File: config.mk
export PLATFORM = sky130hd
export DESIGN_NAME = ahb_output_stage
export DESIGN_NICKNAME = d
export VERILOG_FILES = /design/src/ahb_matrix_pkg.sv /design/src/ahb_data_phase.sv /design/src/ahb_lock_track.sv /design/src/ahb_out_arbiter.sv /design/src/ahb_output_stage.sv /design/src/ahb_port_mux.sv
export VERILOG_INCLUDE_DIRS = /design/src
export SDC_FILE = /design/constraint.sdc
export NUM_CORES = 1
export LEC_CHECK = 0
export BUFFER_PORTS_ARGS = -buffer_cell sky130_fd_sc_hd__buf_4
export CORE_AREA = 2 2 164 166
export DETAILED_ROUTE_END_ITERATION = 8
export DIE_AREA = 0 0 166 168
export PLACE_DENSITY = 0.46
export SLEW_MARGIN = 20
export SYNTH_ARGS = -nofsm -noshare
export SYNTH_HDL_FRONTEND = slang
export SYNTH_SLANG_ARGS = --single-unit
File: constraint.sdc
create_clock -name HCLK -period 4.8 [get_ports HCLK]
set_clock_uncertainty 0.1 [all_clocks]
set_input_delay 0.96 -clock HCLK [delete_from_list [all_inputs] [get_ports HCLK]]
set_output_delay 0.96 -clock HCLK [all_outputs]
set_load 0.01 [all_outputs]
File: src/ahb_matrix_params.svh
`ifndef AHB_MATRIX_PARAMS_SVH
`define AHB_MATRIX_PARAMS_SVH

// ----------------------------------------
// Output stage sizing
// ----------------------------------------

`define AHB_NUM_PORTS 4   // Bus-switch input ports per output stage
`define AHB_ADDR_W    32  // HADDR width
`define AHB_DATA_W    32  // HWDATA width
`define AHB_PROT_W    4   // HPROT width
`define AHB_MASTER_W  4   // HMASTER width

`endif

File: src/ahb_matrix_pkg.sv
`include "ahb_matrix_params.svh"

package ahb_matrix_pkg;

  // ----------------------------------------
  // Port index and transfer encodings
  // ----------------------------------------

  typedef logic [$clog2(`AHB_NUM_PORTS)-1:0] port_id_t;  // Input port number

  typedef enum logic [1:0]
  {
    IDLE   = 2'b00,  // No transfer
    BUSY   = 2'b01,  // Master inserting a wait in a burst
    NONSEQ = 2'b10,  // First beat or single
    SEQ    = 2'b11   // Remaining beats
  } htrans_t;

  typedef enum logic [2:0]
  {
    SINGLE = 3'b000,  // Only code that releases a held grant
    INCR   = 3'b001,  // Undefined length
    WRAP4  = 3'b010,
    INCR4  = 3'b011,
    WRAP8  = 3'b100,
    INCR8  = 3'b101,
    WRAP16 = 3'b110,
    INCR16 = 3'b111
  } hburst_t;

  // ----------------------------------------
  // Address phase of one port
  // ----------------------------------------

  typedef struct packed
  {
    logic                      sel;       // HSEL for this slave
    logic [`AHB_ADDR_W-1:0]    addr;      // HADDR
    htrans_t                   trans;     // HTRANS
    logic                      write;     // HWRITE
    logic [2:0]                size;      // HSIZE
    hburst_t                   burst;     // HBURST
    logic [`AHB_PROT_W-1:0]    prot;      // HPROT
    logic [`AHB_MASTER_W-1:0]  master;    // HMASTER
    logic                      mastlock;  // HMASTLOCK
  } ahb_addr_ctrl_t;

  typedef logic [`AHB_DATA_W-1:0] wdata_t;  // HWDATA of one port

endpackage

File: src/ahb_data_phase.sv
`timescale 1ns/100ps

module ahb_data_phase
(
  input  logic                           HCLK,           // AHB clock
  input  logic                           HRESETn,        // Sync reset, active low
  input  logic                           i_hreadyout,    // Slave HREADYOUT
  input  ahb_matrix_pkg::ahb_addr_ctrl_t i_m_ac,         // Granted address phase
  input  ahb_matrix_pkg::port_id_t       i_addr_port,    // Address-phase port
  output ahb_matrix_pkg::port_id_t       o_data_port,    // Data-phase port
  output logic                           o_wdata_phase,  // Real transfer in data phase
  output logic                           o_hreadymux     // HREADYMUXM
);

  ahb_matrix_pkg::port_id_t data_port;    // Port owning the data phase
  logic                     wdata_phase;  // Gates HWDATA toggling
  logic                     slave_sel;    // Slave selected last accepted cycle
  logic                     hreadymux;    // Internal HREADYMUXM
  logic                     real_xfer;    // NONSEQ or SEQ with HSEL

  assign real_xfer = i_m_ac.sel
                     && (i_m_ac.trans inside {ahb_matrix_pkg::NONSEQ, ahb_matrix_pkg::SEQ});

  // ----------------------------------------
  // Data phase registers
  // ----------------------------------------

  always_ff @(posedge HCLK)
  begin
    if (!HRESETn)
    begin
      data_port   <= '1;
      wdata_phase <= 1'b0;
      slave_sel   <= 1'b0;
    end
    else if (hreadymux)  // Advance only when the phase completes
    begin
      data_port   <= i_addr_port;
      wdata_phase <= real_xfer;
      slave_sel   <= i_m_ac.sel;
    end
  end

  // ----------------------------------------
  // HREADYMUXM generation
  // ----------------------------------------

  // Slave drives ready only while it owns the data phase
  assign hreadymux = slave_sel ? i_hreadyout : 1'b1;

  assign o_data_port   = data_port;
  assign o_wdata_phase = wdata_phase;
  assign o_hreadymux   = hreadymux;

  // Unselected accepted cycle leaves the next data phase ready
  a_ready_unsel : assert property (@(posedge HCLK) disable iff (!HRESETn)
    hreadymux && !i_m_ac.sel |=> !slave_sel && o_hreadymux)
    else $error("ahb_data_phase: HREADYMUXM low without slave select");

endmodule

File: src/ahb_lock_track.sv
`timescale 1ns/100ps

module ahb_lock_track
(
  input  logic                           HCLK,       // AHB clock
  input  logic                           HRESETn,    // Sync reset, active low
  input  logic                           i_hready,   // HREADYMUXM feedback
  input  ahb_matrix_pkg::ahb_addr_ctrl_t i_m_ac,     // Granted address phase
  output logic                           o_lock_arb  // Lock seen by arbiter
);

  logic lock_flag;       // Locked sequence started here
  logic next_lock_flag;  // Value for next accepted edge
  logic lock_start;      // Locked real transfer to this slave

  // ----------------------------------------
  // Locked sequence flag
  // ----------------------------------------

  assign lock_start = i_m_ac.sel
                      && (i_m_ac.trans inside {ahb_matrix_pkg::NONSEQ, ahb_matrix_pkg::SEQ})
                      && i_m_ac.mastlock;

  // Survives HSEL low while master addresses elsewhere
  always_comb
  begin
    next_lock_flag = lock_flag;
    if (lock_start)
    begin
      next_lock_flag = 1'b1;  // Sequence began on this slave
    end
    else if (!i_m_ac.mastlock)
    begin
      next_lock_flag = 1'b0;  // Master released the bus
    end
  end

  always_ff @(posedge HCLK)
  begin
    if (!HRESETn)
    begin
      lock_flag <= 1'b0;
    end
    else if (i_hready)
    begin
      lock_flag <= next_lock_flag;
    end
  end

  // Mastlock ignored until this slave is actually part of the sequence
  assign o_lock_arb = i_m_ac.mastlock & (lock_flag | i_m_ac.sel);

endmodule

File: src/ahb_out_arbiter.sv
`timescale 1ns/100ps

`include "ahb_matrix_params.svh"

module ahb_out_arbiter
(
  input  logic                           HCLK,         // AHB clock
  input  logic                           HRESETn,      // Sync reset, active low
  input  logic [`AHB_NUM_PORTS-1:0]      i_req,        // Qualified port requests
  input  logic                           i_hready,     // HREADYMUXM feedback
  input  ahb_matrix_pkg::ahb_addr_ctrl_t i_m_ac,       // Granted address phase
  input  logic                           i_lock,       // Masked HMASTLOCK
  output ahb_matrix_pkg::port_id_t       o_addr_port,  // Address-phase port
  output logic                           o_no_port     // Nothing granted
);

  ahb_matrix_pkg::port_id_t addr_port;       // Registered grant
  ahb_matrix_pkg::port_id_t next_addr_port;  // Grant for next accepted edge
  ahb_matrix_pkg::port_id_t low_port;        // Lowest requesting port
  logic                     no_port;         // Registered idle flag
  logic                     next_no_port;    // Idle flag for next edge
  logic                     any_req;         // At least one request
  logic                     burst_hold;      // Burst still in progress

  // ----------------------------------------
  // Fixed priority encoder
  // ----------------------------------------

  always_comb
  begin
    low_port = '0;
    for (int n = `AHB_NUM_PORTS - 1; n >= 0; n--)
    begin
      if (i_req[n])
      begin
        low_port = ahb_matrix_pkg::port_id_t'(n);  // Lower index overrides
      end
    end
  end

  assign any_req = |i_req;

  // Granted master mid-burst, no beat counting
  assign burst_hold = !no_port
                      && (i_m_ac.trans != ahb_matrix_pkg::IDLE)
                      && (i_m_ac.burst != ahb_matrix_pkg::SINGLE);

  // ----------------------------------------
  // Next grant
  // ----------------------------------------

  always_comb
  begin
    next_addr_port = addr_port;  // Hold by default
    next_no_port   = no_port;
    if (i_lock)
    begin
      next_addr_port = addr_port;  // Locked sequence owns the slave
      next_no_port   = no_port;
    end
    else if (burst_hold)
    begin
      next_addr_port = addr_port;  // Finish the burst first
      next_no_port   = 1'b0;
    end
    else if (any_req)
    begin
      next_addr_port = low_port;  // New winner
      next_no_port   = 1'b0;
    end
    else
    begin
      next_no_port   = 1'b1;  // Park with no owner
    end
  end

  always_ff @(posedge HCLK)
  begin
    if (!HRESETn)
    begin
      addr_port <= '1;
      no_port   <= 1'b1;
    end
    else if (i_hready)  // Only on accepted edges
    begin
      addr_port <= next_addr_port;
      no_port   <= next_no_port;
    end
  end

  assign o_addr_port = addr_port;
  assign o_no_port   = no_port;

  // Stalled slave must not see the owner switch under it
  a_grant_stable : assert property (@(posedge HCLK) disable iff (!HRESETn)
    !i_hready |=> $stable(addr_port) && $stable(no_port))
    else $error("ahb_out_arbiter: grant changed while HREADYMUXM low");

endmodule

File: src/ahb_output_stage.sv
`timescale 1ns/100ps

`include "ahb_matrix_params.svh"

module ahb_output_stage
(
  input  logic                           HCLK,                           // AHB clock
  input  logic                           HRESETn,                        // Sync reset
  input  ahb_matrix_pkg::ahb_addr_ctrl_t i_port_ac    [`AHB_NUM_PORTS],  // Port addr/ctrl
  input  ahb_matrix_pkg::wdata_t         i_port_wdata [`AHB_NUM_PORTS],  // Port HWDATA
  input  logic [`AHB_NUM_PORTS-1:0]      i_held_tran,                    // Held transfer
  input  logic                           i_hreadyout,                    // Slave HREADYOUT
  output logic [`AHB_NUM_PORTS-1:0]      o_active,                       // Port owns slave
  output ahb_matrix_pkg::ahb_addr_ctrl_t o_m_ac,                         // Slave addr/ctrl
  output ahb_matrix_pkg::wdata_t         o_hwdata,                       // Slave HWDATA
  output logic                           o_hreadymux                     // HREADYMUXM
);

  logic [`AHB_NUM_PORTS-1:0]      req;          // Qualified requests
  ahb_matrix_pkg::port_id_t       addr_port;    // Address-phase grant
  ahb_matrix_pkg::port_id_t       data_port;    // Data-phase owner
  logic                           no_port;      // No grant
  logic                           wdata_phase;  // Write data enable
  logic                           lock_arb;     // Lock for arbitration
  logic                           hreadymux;    // Internal HREADYMUXM
  ahb_matrix_pkg::ahb_addr_ctrl_t m_ac;         // Granted address phase

  // ----------------------------------------
  // Request qualification and active decode
  // ----------------------------------------

  always_comb
  begin
    for (int n = 0; n < `AHB_NUM_PORTS; n++)
    begin
      req[n] = i_held_tran[n] & i_port_ac[n].sel;  // Held transfer aimed here
    end
  end

  always_comb
  begin
    o_active = '0;
    if (!no_port)
    begin
      o_active[addr_port] = 1'b1;  // One-hot back to the owner
    end
  end

  // ----------------------------------------
  // Arbitration and lock
  // ----------------------------------------

  ahb_out_arbiter u_output_arb
  (
    .HCLK        (HCLK),
    .HRESETn     (HRESETn),
    .i_req       (req),
    .i_hready    (hreadymux),
    .i_m_ac      (m_ac),
    .i_lock      (lock_arb),
    .o_addr_port (addr_port),
    .o_no_port   (no_port)
  );

  ahb_lock_track u_lock_track
  (
    .HCLK       (HCLK),
    .HRESETn    (HRESETn),
    .i_hready   (hreadymux),
    .i_m_ac     (m_ac),
    .o_lock_arb (lock_arb)
  );

  // ----------------------------------------
  // Muxes and data phase
  // ----------------------------------------

  ahb_port_mux #(.payload_t(ahb_matrix_pkg::ahb_addr_ctrl_t)) u_addr_mux
  (
    .i_sel     (addr_port),
    .i_en      (!no_port),  // Zero bus when nobody owns it
    .i_payload (i_port_ac),
    .o_payload (m_ac)
  );

  ahb_data_phase u_data_phase
  (
    .HCLK          (HCLK),
    .HRESETn       (HRESETn),
    .i_hreadyout   (i_hreadyout),
    .i_m_ac        (m_ac),
    .i_addr_port   (addr_port),
    .o_data_port   (data_port),
    .o_wdata_phase (wdata_phase),
    .o_hreadymux   (hreadymux)
  );

  ahb_port_mux #(.payload_t(ahb_matrix_pkg::wdata_t)) u_wdata_mux
  (
    .i_sel     (data_port),
    .i_en      (wdata_phase),  // Only during a real data phase
    .i_payload (i_port_wdata),
    .o_payload (o_hwdata)
  );

  assign o_m_ac      = m_ac;
  assign o_hreadymux = hreadymux;

endmodule

File: src/ahb_port_mux.sv
`timescale 1ns/100ps

`include "ahb_matrix_params.svh"

module ahb_port_mux
#(
  parameter type payload_t = logic  // Per-port payload being routed
)
(
  input  ahb_matrix_pkg::port_id_t i_sel,                        // Port to route
  input  logic                     i_en,                         // Routing enabled
  input  payload_t                 i_payload [`AHB_NUM_PORTS],   // One payload per port
  output payload_t                 o_payload                     // Routed payload
);

  // ----------------------------------------
  // Selection
  // ----------------------------------------

  always_comb
  begin
    o_payload = payload_t'('0);  // Quiet bus when disabled
    if (i_en)
    begin
      o_payload = i_payload[i_sel];  // Pass the chosen port through
    end
  end

endmodule

After elaboration in Yosys (flattened, before gate mapping)
Index checks and enable logic that the tools add are counted.

operators by class
  reduce and logical (&&, ||, !) cells = 13
  mux-type cells = 20
  $mul = 0
  shift operators = 0
  $lt $le $gt $ge = 4
  eq/ne operators = 3
  bitwise gates (word level) = 10
  divide/modulo/power cells = 0
  $add $sub $neg = 0

operators by type and width
  operator              number
  $mux W51              3
  $bmux W51 S2          1
  $mux W32              3
  $bmux W32 S2          1
  $mux W2               4
  $ge A3 B3 Y1 const B  2
  $mux W1               6
  $not A2 Y3            2
  $and A1 B1 Y1         5
  $logic_and A1 B1 Y1   5
  $eq A2 B2 Y1 const B  2
  $mux W4               1
  $reduce_and A2 Y1     2
  $reduce_and A4 Y1     1
  $reduce_bool A2 Y1    2
  $reduce_or A4 Y1      1
  $lt A2 B3 Y1 const B  1
  $reduce_bool A3 Y1    1
  $demux W1 S2          1
  $ge A2 B1 Y1 const B  1
  $ne A2 B2 Y1 const B  1
  $not A1 Y1            2
  $logic_not A1 Y1      1
  $or A1 B1 Y1          1

word-level totals
  memory bits (writable) = 0
  memories = 0
  bits in read-only memories = 0
  register bits = 8
  word-level logic and storage cells = 56
  input bits = 339
  output and inout bits = 88
  bits in latches = 0

Depth between registers and ports, before layout
Gate-level depths: netlist of run 1.

  depth in word-level cells = 11
  gate-level depth with buffers = 7
  depth with buffers taken out = 6

Hierarchy
A second synthesis of run 1 with hierarchy kept.

second synthesis, totals
  cell total of the unflattened synthesis = 339
  area, all modules = 3022.9 sq um

modules (own cells, without submodules)
  module                      instances  area an instance (sq um)  cells an instance  sequential area each (sq um)
  ahb_port_mux (u_addr_mux)   1          1570.3                    178                0.0
  ahb_port_mux (u_wdata_mux)  1          1002.2                    111                0.0
  ahb_out_arbiter             1          188.9                     20                 60.1
  ahb_data_phase              1          151.4                     16                 80.1
  ahb_output_stage            1          57.6                      9                  0.0
  ahb_lock_track              1          52.6                      5                  20.0

Worst setup path after synthesis of run 1
Ideal clock, no wire load.

  path kind = register -> output
  start = reg u_output_arb.addr_port[0] (netlist: u_output_arb.o_addr_port[0])
  end = out o_m_ac[21] in the netlist's numbering
  stages on the path, launching flop included = 6
  data arrival time = 1642 ps
  required time = 3740 ps
  path slack = 2098 ps
  path buffers = 3
  path through = dfxtp_1 > buf_6 > buf_4 > buf_2 > mux4_2 > nor2b_1

RTL lines
  what                    RTL line                RTL
  start, declared         ahb_out_arbiter.sv:17   ahb_matrix_pkg::port_id_t addr_port;
  start signal, assigned  ahb_out_arbiter.sv:86   addr_port <= next_addr_port;
  end, declared           ahb_output_stage.sv:14  output ahb_matrix_pkg::ahb_addr_ctrl_t o_m_ac,

==> impl_metrics.tcl, run 1 <==
set metrics [dict create \
    hold_viol_final 0 \
    ant_nets 0 \
    place_hpwl_um 17100 \
    via_count 4013 \
    rows 60 \
    cts-hold-fix-buffers 0 \
    synth.top_cell.area_share 0.632 \
    synth_top_cell_by_area "mux4_2" \
    synth.most_common_cell "mux4_2" \
    use_met3 0.0371 \
    max_slew_margin 0.481 \
    synth_area_leaders "mux4_2 (63%), nor2b_1 (11%), and2_1 (6.9%), dfxtp_1 (5.5%), clkbuf_1 (1.9%)" \
    fmax_ghz 0.306 \
    avgSynthCellArea_um2 11.9 \
    grt_pass1_wl_um 28000 \
    viasPerCell 4.04 \
    syn-num-nets 584 \
    setup_viol 0 \
    synth-async-reset-ratio 0 \
    ir_drop_mv 0.147 \
    fin_cells 993 \
    hp-class "flip-flop to flip-flop" \
    final_layout_size_suffix_gt1_frac 0.806 \
    numCtsBuffers 3 \
    end_kind "output pin" \
    drc 0 \
    cts_root_buf "clkbuf_16" \
    drv_slew 0 \
    dp.cells 988 \
    die_w_um 166 \
    min_period_ps 3260 \
    maxCapViolations 0 \
    clkSlewWorstSetupHoldPaths_ps 40 \
    ys_ff_latch 8 \
    dieArea_mm2 0.0279 \
    clock_path_buffers 2 \
    wire_per_inst_um 19.3 \
    wl_um 19200 \
    grt_max_degree 56 \
    synth_ff_type "dfxtp_1" \
    port_buffers 426 \
    synth_cells 245 \
    clock-sinks 8 \
    synth_commonest_cells "mux4_2 (82), nor2b_1 (51), and2_1 (32)" \
    start_kind "flip-flop" \
    syn_area_mm2 0.00292 \
    drtPass1Iterations 4 \
    initial_core_util 0.111 \
    power.density_mw_per_mm2 174 \
    coreArea_mm2 0.0264 \
    cts-resized-gates 0 \
    path_max_fanout 30 \
    status "finished, final reports clean" \
    cts_max_level 1 \
    place_congestion 0.768 \
    overflow 0 \
    cts_tree "built" \
    antenna_found_initial 2 \
    grtUsageMet2 0.238 \
    placed_area_mm2 0.00647 \
    final.setup.tns_ps 0 \
    clk_latency_ps 230 \
    final.period_utilization 0.680 \
    yosys_warnings 0 \
    nets 991 \
    grt_pass1_vias 4342 \
    pre_cts_slack_ps 1730 \
    busiest_layer "met2" \
    cp.required_ps 3740 \
    chipHeight_um 168 \
    fin_ws_ps 1540 \
    leakage_nw 3.12 \
    area_delta_synth_final_pct 124 \
    arrival_ps 2200 \
    critical_path_class "flip-flop to output pin" \
    io_pins 427 \
    drt_iter0_drc 74 \
    synth-edff-count 0 \
    worst_pin_slew_ps 778 \
    cts_setup_buffers 0 \
    ys_seq_area_frac 0.0548 \
    grt_usage 0.129 \
    stdcell_area_mm2 0.00655 \
    ys_types 33 \
    rsz0062_at_grt "no" \
    use_met1 0.153 \
    fin_util 0.249 \
]
-- placed cells by master, fill, tap and decap left out, types with 3 or more instances in the layout --
| master | synthesis | final |
|---|---|---|
| buf_4 | 1 | 431 |
| mux4_2 | 82 | 82 |
| inv_1 | 3 | 3 |
| clkbuf_16 | 0 | 3 |
| dfxtp_2 | 0 | 4 |
| nor2b_1 | 51 | 51 |
| dfxtp_1 | 8 | 3 |
| and2_1 | 32 | 32 |
| o211ai_1 | 3 | 3 |
| nor2_1 | 6 | 6 |
| nand2_1 | 6 | 6 |
| nor3_1 | 3 | 3 |
-- per-stage QoR --
| stage | total power [W] | hold slack [ps] |
|---|---|---|
| 6_report | 0.00114 | 482 |
| 5_1_grt | 0.00121 | 503 |
| 4_1_cts | 0.00116 | 483 |
| 3_5_place_dp | 0.00101 | 477 |
| 3_3_place_gp | 0.00101 | 477 |
| 2_1_floorplan | 0.000571 | 382 |
-- kinds of logic (layout without fill, tap and decap cells) --
| logic type | Yosys count | count (layout) | synth area share |
|---|---|---|---|
| buffers and inverters | 33 | 439 | 0.0514 |
| AO/OA/AOI/OAI | 15 | 15 | 0.0394 |
| AND/OR/NAND/NOR | 105 | 105 | 0.215 |
| other | 0 | 1 | 0 |
| multiplexers | 84 | 84 | 0.639 |
| flip-flops | 8 | 8 | 0.0548 |
-- registers in the layout, summed over array words and instances, names as in the netlist --
register,flops
u_data_phase.o_data_port,2
u_data_phase.o_wdata_phase,1
u_data_phase.slave_sel,1
u_lock_track.lock_flag,1
u_output_arb.o_addr_port,2
u_output_arb.o_no_port,1
-- layer usage --
layer	share of wire	vias to the layer above
li1	-	1802
met1	0.37	1933
met2	0.52	266
met3	0.099	10
met4	0.0073	2
met5	0.00068	-
-- critical path, stage by stage, from the launching register on --
cell	delay, ps
dfxtp_2	710
buf_4	490
mux4_2	390
nor2b_1	160
buf_4	180
-- power by group --
part | total, W | internal (W) | switching (W)
combinational | 0.000886 | 0.000559 | 0.000327
clock | 0.000144 | 0.000111 | 0.0000331
sequential | 0.000108 | 0.0000762 | 0.0000317
total | 0.00114 | 0.000746 | 0.000392
-- final timing paths --
kind	to	start	cells past startpoint	slack (ps)
worst max-delay path	o_m_ac[3]	u_output_arb.o_addr_port[1]	4	1540
worst min-delay path	u_lock_track.lock_flag	u_lock_track.lock_flag	2	480
worst max register to register	u_output_arb.o_addr_port[0]	u_output_arb.o_addr_port[1]	5	2480
worst min register to register	u_lock_track.lock_flag	u_lock_track.lock_flag	2	480
-- layout make-up --
cell class	count	area [um2]
repair buffers	432	3260
multi-input cells	204	2610
fillers	2899	19800
clock buffers	4	78.8
inverters	3	11.3
well taps	341	427
diodes	1	2.50
flip-flops and latches	8	169
No activity file was read; power rests on OpenSTA's default activity.
==> run 2: changes to the inputs <==
==> constraint.sdc (replaced) <==
create_clock -name HCLK -period 3.2 [get_ports HCLK]
set_clock_uncertainty 0.1 [all_clocks]
set_input_delay 0.64 -clock HCLK [delete_from_list [all_inputs] [get_ports HCLK]]
set_output_delay 0.64 -clock HCLK [all_outputs]
set_load 0.01 [all_outputs]
==> run 2 against run 1 <==
Critical path depth is the same. First-iteration DRC count grew 110%. Worst hold slack lost 15 ps. Clock-buffer cell count is the same. Register-to-register slack lost 1500 ps. Sequential share of layout area is essentially flat. Setup slack lost 1000 ps. Critical endpoint unchanged. Largest power group unchanged. Highest routed layer unchanged.
==> impl_metrics.tcl, run 2 (synthesized netlist as in run 1, its figures left out) <==
set metrics [dict create \
    status "finished, final reports clean" \
    arrival_ps 1950 \
    port_buffers 426 \
    start_kind "flip-flop" \
    whs_ps 467 \
    io_pins 427 \
    rr_worst_depth 6 \
    die_w_um 166 \
    crit-reg2reg-launch "u_output_arb.o_addr_port[0]" \
    cp.required_ps 2460 \
    worst_pin_slew_ps 529 \
    numCtsBuffers 3 \
    leakage_nw 3.16 \
    min_period_ps 2690 \
    holdPathStages 2 \
    layout.cells.most_common "buf_4" \
    chipHeight_um 168 \
    end_kind "output pin" \
    rrSetupSlack_ps 940 \
    initial_core_util 0.111 \
    fmax_ghz 0.372 \
    drc 0 \
    hp-class "flip-flop to flip-flop" \
    clock_path_buffers 2 \
    final_cell_mix "buf_4 (434), mux4_2 (82), nor2b_1 (51), and2_1 (32)" \
    cp_cell_sequence "buf_12 -> mux4_2 -> nor2b_1 -> buf_4" \
    final.period_utilization 0.839 \
    clkSlewWorstSetupHoldPaths_ps 40 \
    grt_max_degree 45 \
    maxCapViolations 0 \
    setup_viol 0 \
    viasPerCell 4.07 \
    path_max_fanout 29 \
    rows 60 \
    nets 996 \
    cts_max_level 1 \
    clk_latency_ps 230 \
    ant_nets 0 \
    drt_iter0_drc 152 \
    hold_viol_final 0 \
    cts_tree "built" \
    cts-resized-gates 0 \
    slowest_delay_ps 560 \
    cts_setup_buffers 0 \
    coreArea_mm2 0.0264 \
    clock-sinks 8 \
    hold_path_end "u_lock_track.lock_flag" \
    place_hpwl_um 17900 \
    ir_drop_mv 0.154 \
    grt_pass1_vias 4345 \
    final_layout_size_suffix_gt1_frac 0.806 \
    slowest_stage "mux4_2" \
    grt_usage 0.134 \
    holdCritStartpoint "u_lock_track.lock_flag" \
    dieArea_mm2 0.0279 \
    via_count 4061 \
    power.density_mw_per_mm2 263 \
    rsz0062_at_grt "no" \
    antenna_found_initial 2 \
    wire_per_inst_um 20.1 \
    cts-hold-fix-buffers 0 \
    r2r_end "u_output_arb.o_addr_port[0]" \
    critical_path_class "flip-flop to output pin" \
    area_delta_synth_final_pct 127 \
    place_congestion 0.834 \
    wl_um 20100 \
    grt_pass1_wl_um 28700 \
    overflow 0 \
    max_slew_margin 0.647 \
    drv_slew 0 \
    drtPass1Iterations 4 \
    cts_root_buf "clkbuf_16" \
    final.setup.tns_ps 0 \
]
==> run 2: critical path: cells and delay by family (launching register included) <==
kind,cells,cell delay [ps]
flops,1,510
simple gates,1,150
buf+inv,2,440
mux,1,560
==> run 2: power by group <==
| group | switching (W) | internal, W | total, W | leakage (nW) |
|---|---|---|---|---|
| combinational | 0.000498 | 0.000857 | 0.00136 | 3.05 |
| sequential | 0.0000500 | 0.000114 | 0.000164 | 0.0653 |
| clock | 0.0000530 | 0.000166 | 0.000219 | 0.0382 |
| total | 0.000601 | 0.00114 | 0.00174 | 3.16 |
==> run 2: layout make-up <==
type / count / area, um2
inverter: 3 / 11.3
timing repair buffer: 437 / 3320
fill: 2857 / 19700
clock buffer: 4 / 78.8
sequential: 8 / 168
antenna: 1 / 2.50
tap: 341 / 427
multi-input combinational: 204 / 2610
==> run 2: per-layer routing <==
layer | vias up | global-route usage | routed length, um
li1 | 1812 | - | -
met4 | 2 | 0.0204 | 303
met3 | 16 | 0.0449 | 2090
met2 | 280 | 0.243 | 10200
met1 | 1951 | 0.158 | 7470
met5 | - | 0 | 17
==> run 2: worst max-delay path by stage <==
stage	startpoint	to	slack, ps	cells after the start
2_1_floorplan	u_output_arb.o_addr_port[0]	o_m_ac[21]	820	5
3_3_place_gp	u_output_arb.o_addr_port[0]	o_m_ac[1]	750	4
3_5_place_dp	u_output_arb.o_addr_port[0]	o_m_ac[3]	730	4
4_1_cts	u_output_arb.o_addr_port[0]	o_m_ac[3]	490	4
5_1_grt	u_output_arb.o_addr_port[0]	o_m_ac[3]	410	4
6_report	u_output_arb.o_addr_port[0]	o_m_ac[3]	510	4
==> run 2: metrics by stage <==
step	util	cells	cell area (um2)	worst slack, ps	power, W
2_1_floorplan	-	245	2920	818	0.000856
3_3_place_gp	0.248	993	6530	747	0.00154
3_5_place_dp	0.248	993	6530	735	0.00154
4_1_cts	0.251	997	6610	487	0.00177
5_1_grt	0.251	998	6620	414	0.00185
6_report	0.251	998	6620	514	0.00174
==> run 3: changes to the inputs <==
--- a/config.mk
+++ b/config.mk
@@ -6,11 +6,12 @@
 export SDC_FILE = /design/constraint.sdc
 export NUM_CORES = 1
 export LEC_CHECK = 0
+export ABC_AREA = 1
 export BUFFER_PORTS_ARGS = -buffer_cell sky130_fd_sc_hd__buf_4
-export CORE_AREA = 2 2 164 166
+export CORE_AREA = 2 2 165 167
 export DETAILED_ROUTE_END_ITERATION = 8
-export DIE_AREA = 0 0 166 168
-export PLACE_DENSITY = 0.46
+export DIE_AREA = 0 0 167 169
+export PLACE_DENSITY = 0.47
 export SLEW_MARGIN = 20
 export SYNTH_ARGS = -nofsm -noshare
 export SYNTH_HDL_FRONTEND = slang
==> constraint.sdc (replaced) <==
create_clock -name HCLK -period 2.31 [get_ports HCLK]
set_clock_uncertainty 0.1 [all_clocks]
set_input_delay 0.462 -clock HCLK [delete_from_list [all_inputs] [get_ports HCLK]]
set_output_delay 0.462 -clock HCLK [all_outputs]
set_load 0.01 [all_outputs]
==> run 3 against run 2 <==
Cell count rose by 29%. First-iteration DRC count rose by 77%. Wire length rose by 10%. Synthesized cell count rose by 120%. Critical endpoint is now o_m_ac[7].
==> impl_metrics.tcl, run 3 <==
set metrics [dict create \
    grt_pass1_vias 5521 \
    rows 60 \
    ant_nets 0 \
    cts_tree "built" \
    cts_max_level 1 \
    rr_worst_depth 10 \
    cts_root_buf "clkbuf_16" \
    use_met3 0.0299 \
    internal_power_w 0.00137 \
    chipHeight_um 169 \
    syn-num-nets 888 \
    slowest_stage "dfxtp_2" \
    final.period_utilization 0.960 \
    hold_viol_final 0 \
    ir_drop_mv 0.204 \
    r2r_end "u_output_arb.o_addr_port[0]" \
    drc 0 \
    antenna_found_initial 0 \
    io_pins 427 \
    power.density_mw_per_mm2 376 \
    clock_path_buffers 2 \
    die_w_um 167 \
    setup_viol 0 \
    syn_area_mm2 0.00284 \
    synth.top_cell.area_share 0.233 \
    drv_slew 0 \
    end_kind "output pin" \
    max_slew_margin 0.663 \
    place_hpwl_um 18600 \
    synth_ff_type "dfxtp_1" \
    arrival_ps 1660 \
    numCtsBuffers 3 \
    critical_path_class "flip-flop to output pin" \
    rsz0062_at_grt "no" \
    path_max_fanout 27 \
    grt_usage 0.143 \
    synth_area_leaders "a22oi_1 (23%), nor2_1 (19%), a21oi_1 (14%), o21ai_0 (11%), nand2_1 (8.9%)" \
    p_switching_w 0.00112 \
    drtPass1Iterations 4 \
    viasPerCell 4.24 \
    switching_share 0.449 \
    ys_ff_latch 8 \
    min_period_ps 2220 \
    critPathLaunch "u_output_arb.o_addr_port[0]" \
    dieArea_mm2 0.0282 \
    synth_top_cell_by_area "a22oi_1" \
    port_buffers 426 \
    grt_max_degree 53 \
    synth_cells 549 \
    pwr-share-clk 0.117 \
    avgSynthCellArea_um2 5.17 \
    clock-sinks 8 \
    cp.required_ps 1750 \
    synth-edff-count 0 \
    ys_seq_area_frac 0.0564 \
    clkSlewWorstSetupHoldPaths_ps 40 \
    place_congestion 0.792 \
    crit_path_end "o_m_ac[7]" \
    ys_types 26 \
    pwr-share-comb 0.810 \
    grtUsageMet2 0.254 \
    use_met1 0.183 \
    layout.cells.most_common "buf_4" \
    final.setup.tns_ps 0 \
    n_antenna_cell 0 \
    leakage_nw 3.26 \
    wire_per_inst_um 17.1 \
    whs_ps 377 \
    final_cell_mix "buf_4 (441), nor2_1 (140), a22oi_1 (81), a21oi_1 (75), nand2_1 (65)" \
    area_delta_synth_final_pct 134 \
    crit-reg2reg-launch "u_output_arb.o_addr_port[1]" \
    synth.most_common_cell "nor2_1" \
    power_frac_seq 0.072 \
    initial_core_util 0.107 \
    status "finished, final reports clean" \
    clk_latency_ps 230 \
    grt_pass1_wl_um 32400 \
    overflow 0 \
    fmax_ghz 0.451 \
    coreArea_mm2 0.0265 \
    final_layout_size_suffix_gt1_frac 0.513 \
    wl_um 22100 \
    cts-hold-fix-buffers 0 \
    maxCapViolations 0 \
    yosys_warnings 0 \
    synth_commonest_cells "nor2_1 (140), a22oi_1 (88), a21oi_1 (79)" \
    nets 1291 \
    hp-class "input pin to flip-flop" \
    via_count 5476 \
    drt_iter0_drc 269 \
    slowest_delay_ps 430 \
    busiest_layer "met2" \
    cp_cell_sequence "inv_4 -> nand2_2 -> clkinv_4 -> buf_12 -> a22oi_1 -> a21oi_1 -> buf_4" \
    start_kind "flip-flop" \
    rrSetupSlack_ps 550 \
    worst_pin_slew_ps 505 \
    synth-async-reset-ratio 0 \
]
[run 3: power groups by stage]
stage | sequential (W) | combinational, W | clock, W
CTS | 0.000178 | 0.00203 | 0.000299
floorplan | 0.000161 | 0.000978 | 0
detailed placement | 0.000179 | 0.00201 | 0
global route | 0.000182 | 0.00222 | 0.000302
global placement | 0.000179 | 0.00200 | 0
finish | 0.000180 | 0.00202 | 0.000293
[run 3: worst min path at each step]
stage	start	to	slack, ps	cells past startpoint
finish	HRESETn	u_output_arb.o_no_port	380	2
global route	HRESETn	u_output_arb.o_addr_port[1]	390	2
CTS	HRESETn	u_output_arb.o_addr_port[1]	370	2
detailed placement	u_lock_track.lock_flag	u_lock_track.lock_flag	380	2
global placement	u_lock_track.lock_flag	u_lock_track.lock_flag	360	2
floorplan	u_lock_track.lock_flag	u_lock_track.lock_flag	340	2
[run 3: layout make-up]
| type | instances | area (um2) |
|---|---|---|
| well taps | 341 | 427 |
| multi-input cells | 465 | 2390 |
| clock buffers | 3 | 75.1 |
| flip-flops and latches | 8 | 165 |
| inverters | 24 | 103 |
| fillers | 3059 | 19900 |
| repair buffers | 450 | 3480 |
[run 3: kinds of logic (layout without fill, tap and decap cells)]
logic type,Yosys count,after routing,synth area share
simple gates,226,226,0.316
flops,8,8,0.0564
compound gates,239,239,0.504
buf+inv,76,477,0.124
[run 3: per-layer routing]
layer / up-vias / routed length (um)
met2: 285 / 11000
met4: 0 / 209
li1: 2721 / -
met1: 2458 / 9030
met5: - / 0
met3: 12 / 1860
[run 3: repair_timing]
action	in CTS	in global routing
resized for setup	8	12
setup buffers	0	0
endpoints found under the setup margin	40	14
[run 3: metrics by stage]
| step | instances | setup WS (ps) | utilization | cell area (um2) | power, W |
|---|---|---|---|---|---|
| 6_report | 1291 | 91.3 | 0.251 | 6640 | 0.00249 |
| 5_1_grt | 1291 | 27.2 | 0.251 | 6640 | 0.00270 |
| 4_1_cts | 1291 | 9.65 | 0.249 | 6600 | 0.00251 |
| 3_5_place_dp | 1288 | 110 | 0.245 | 6490 | 0.00219 |
| 3_3_place_gp | 1288 | 144 | 0.245 | 6490 | 0.00217 |
| 2_1_floorplan | 549 | 483 | - | 2840 | 0.00114 |
[run 3: worst max-delay path: cells and delay by family (launching register included)]
family                 cells  cell delay (ps)
buffers and inverters      4              520
DFF                        1              430
AOI/OAI and AO/OA          2              360
and+or+nand+nor            1              100
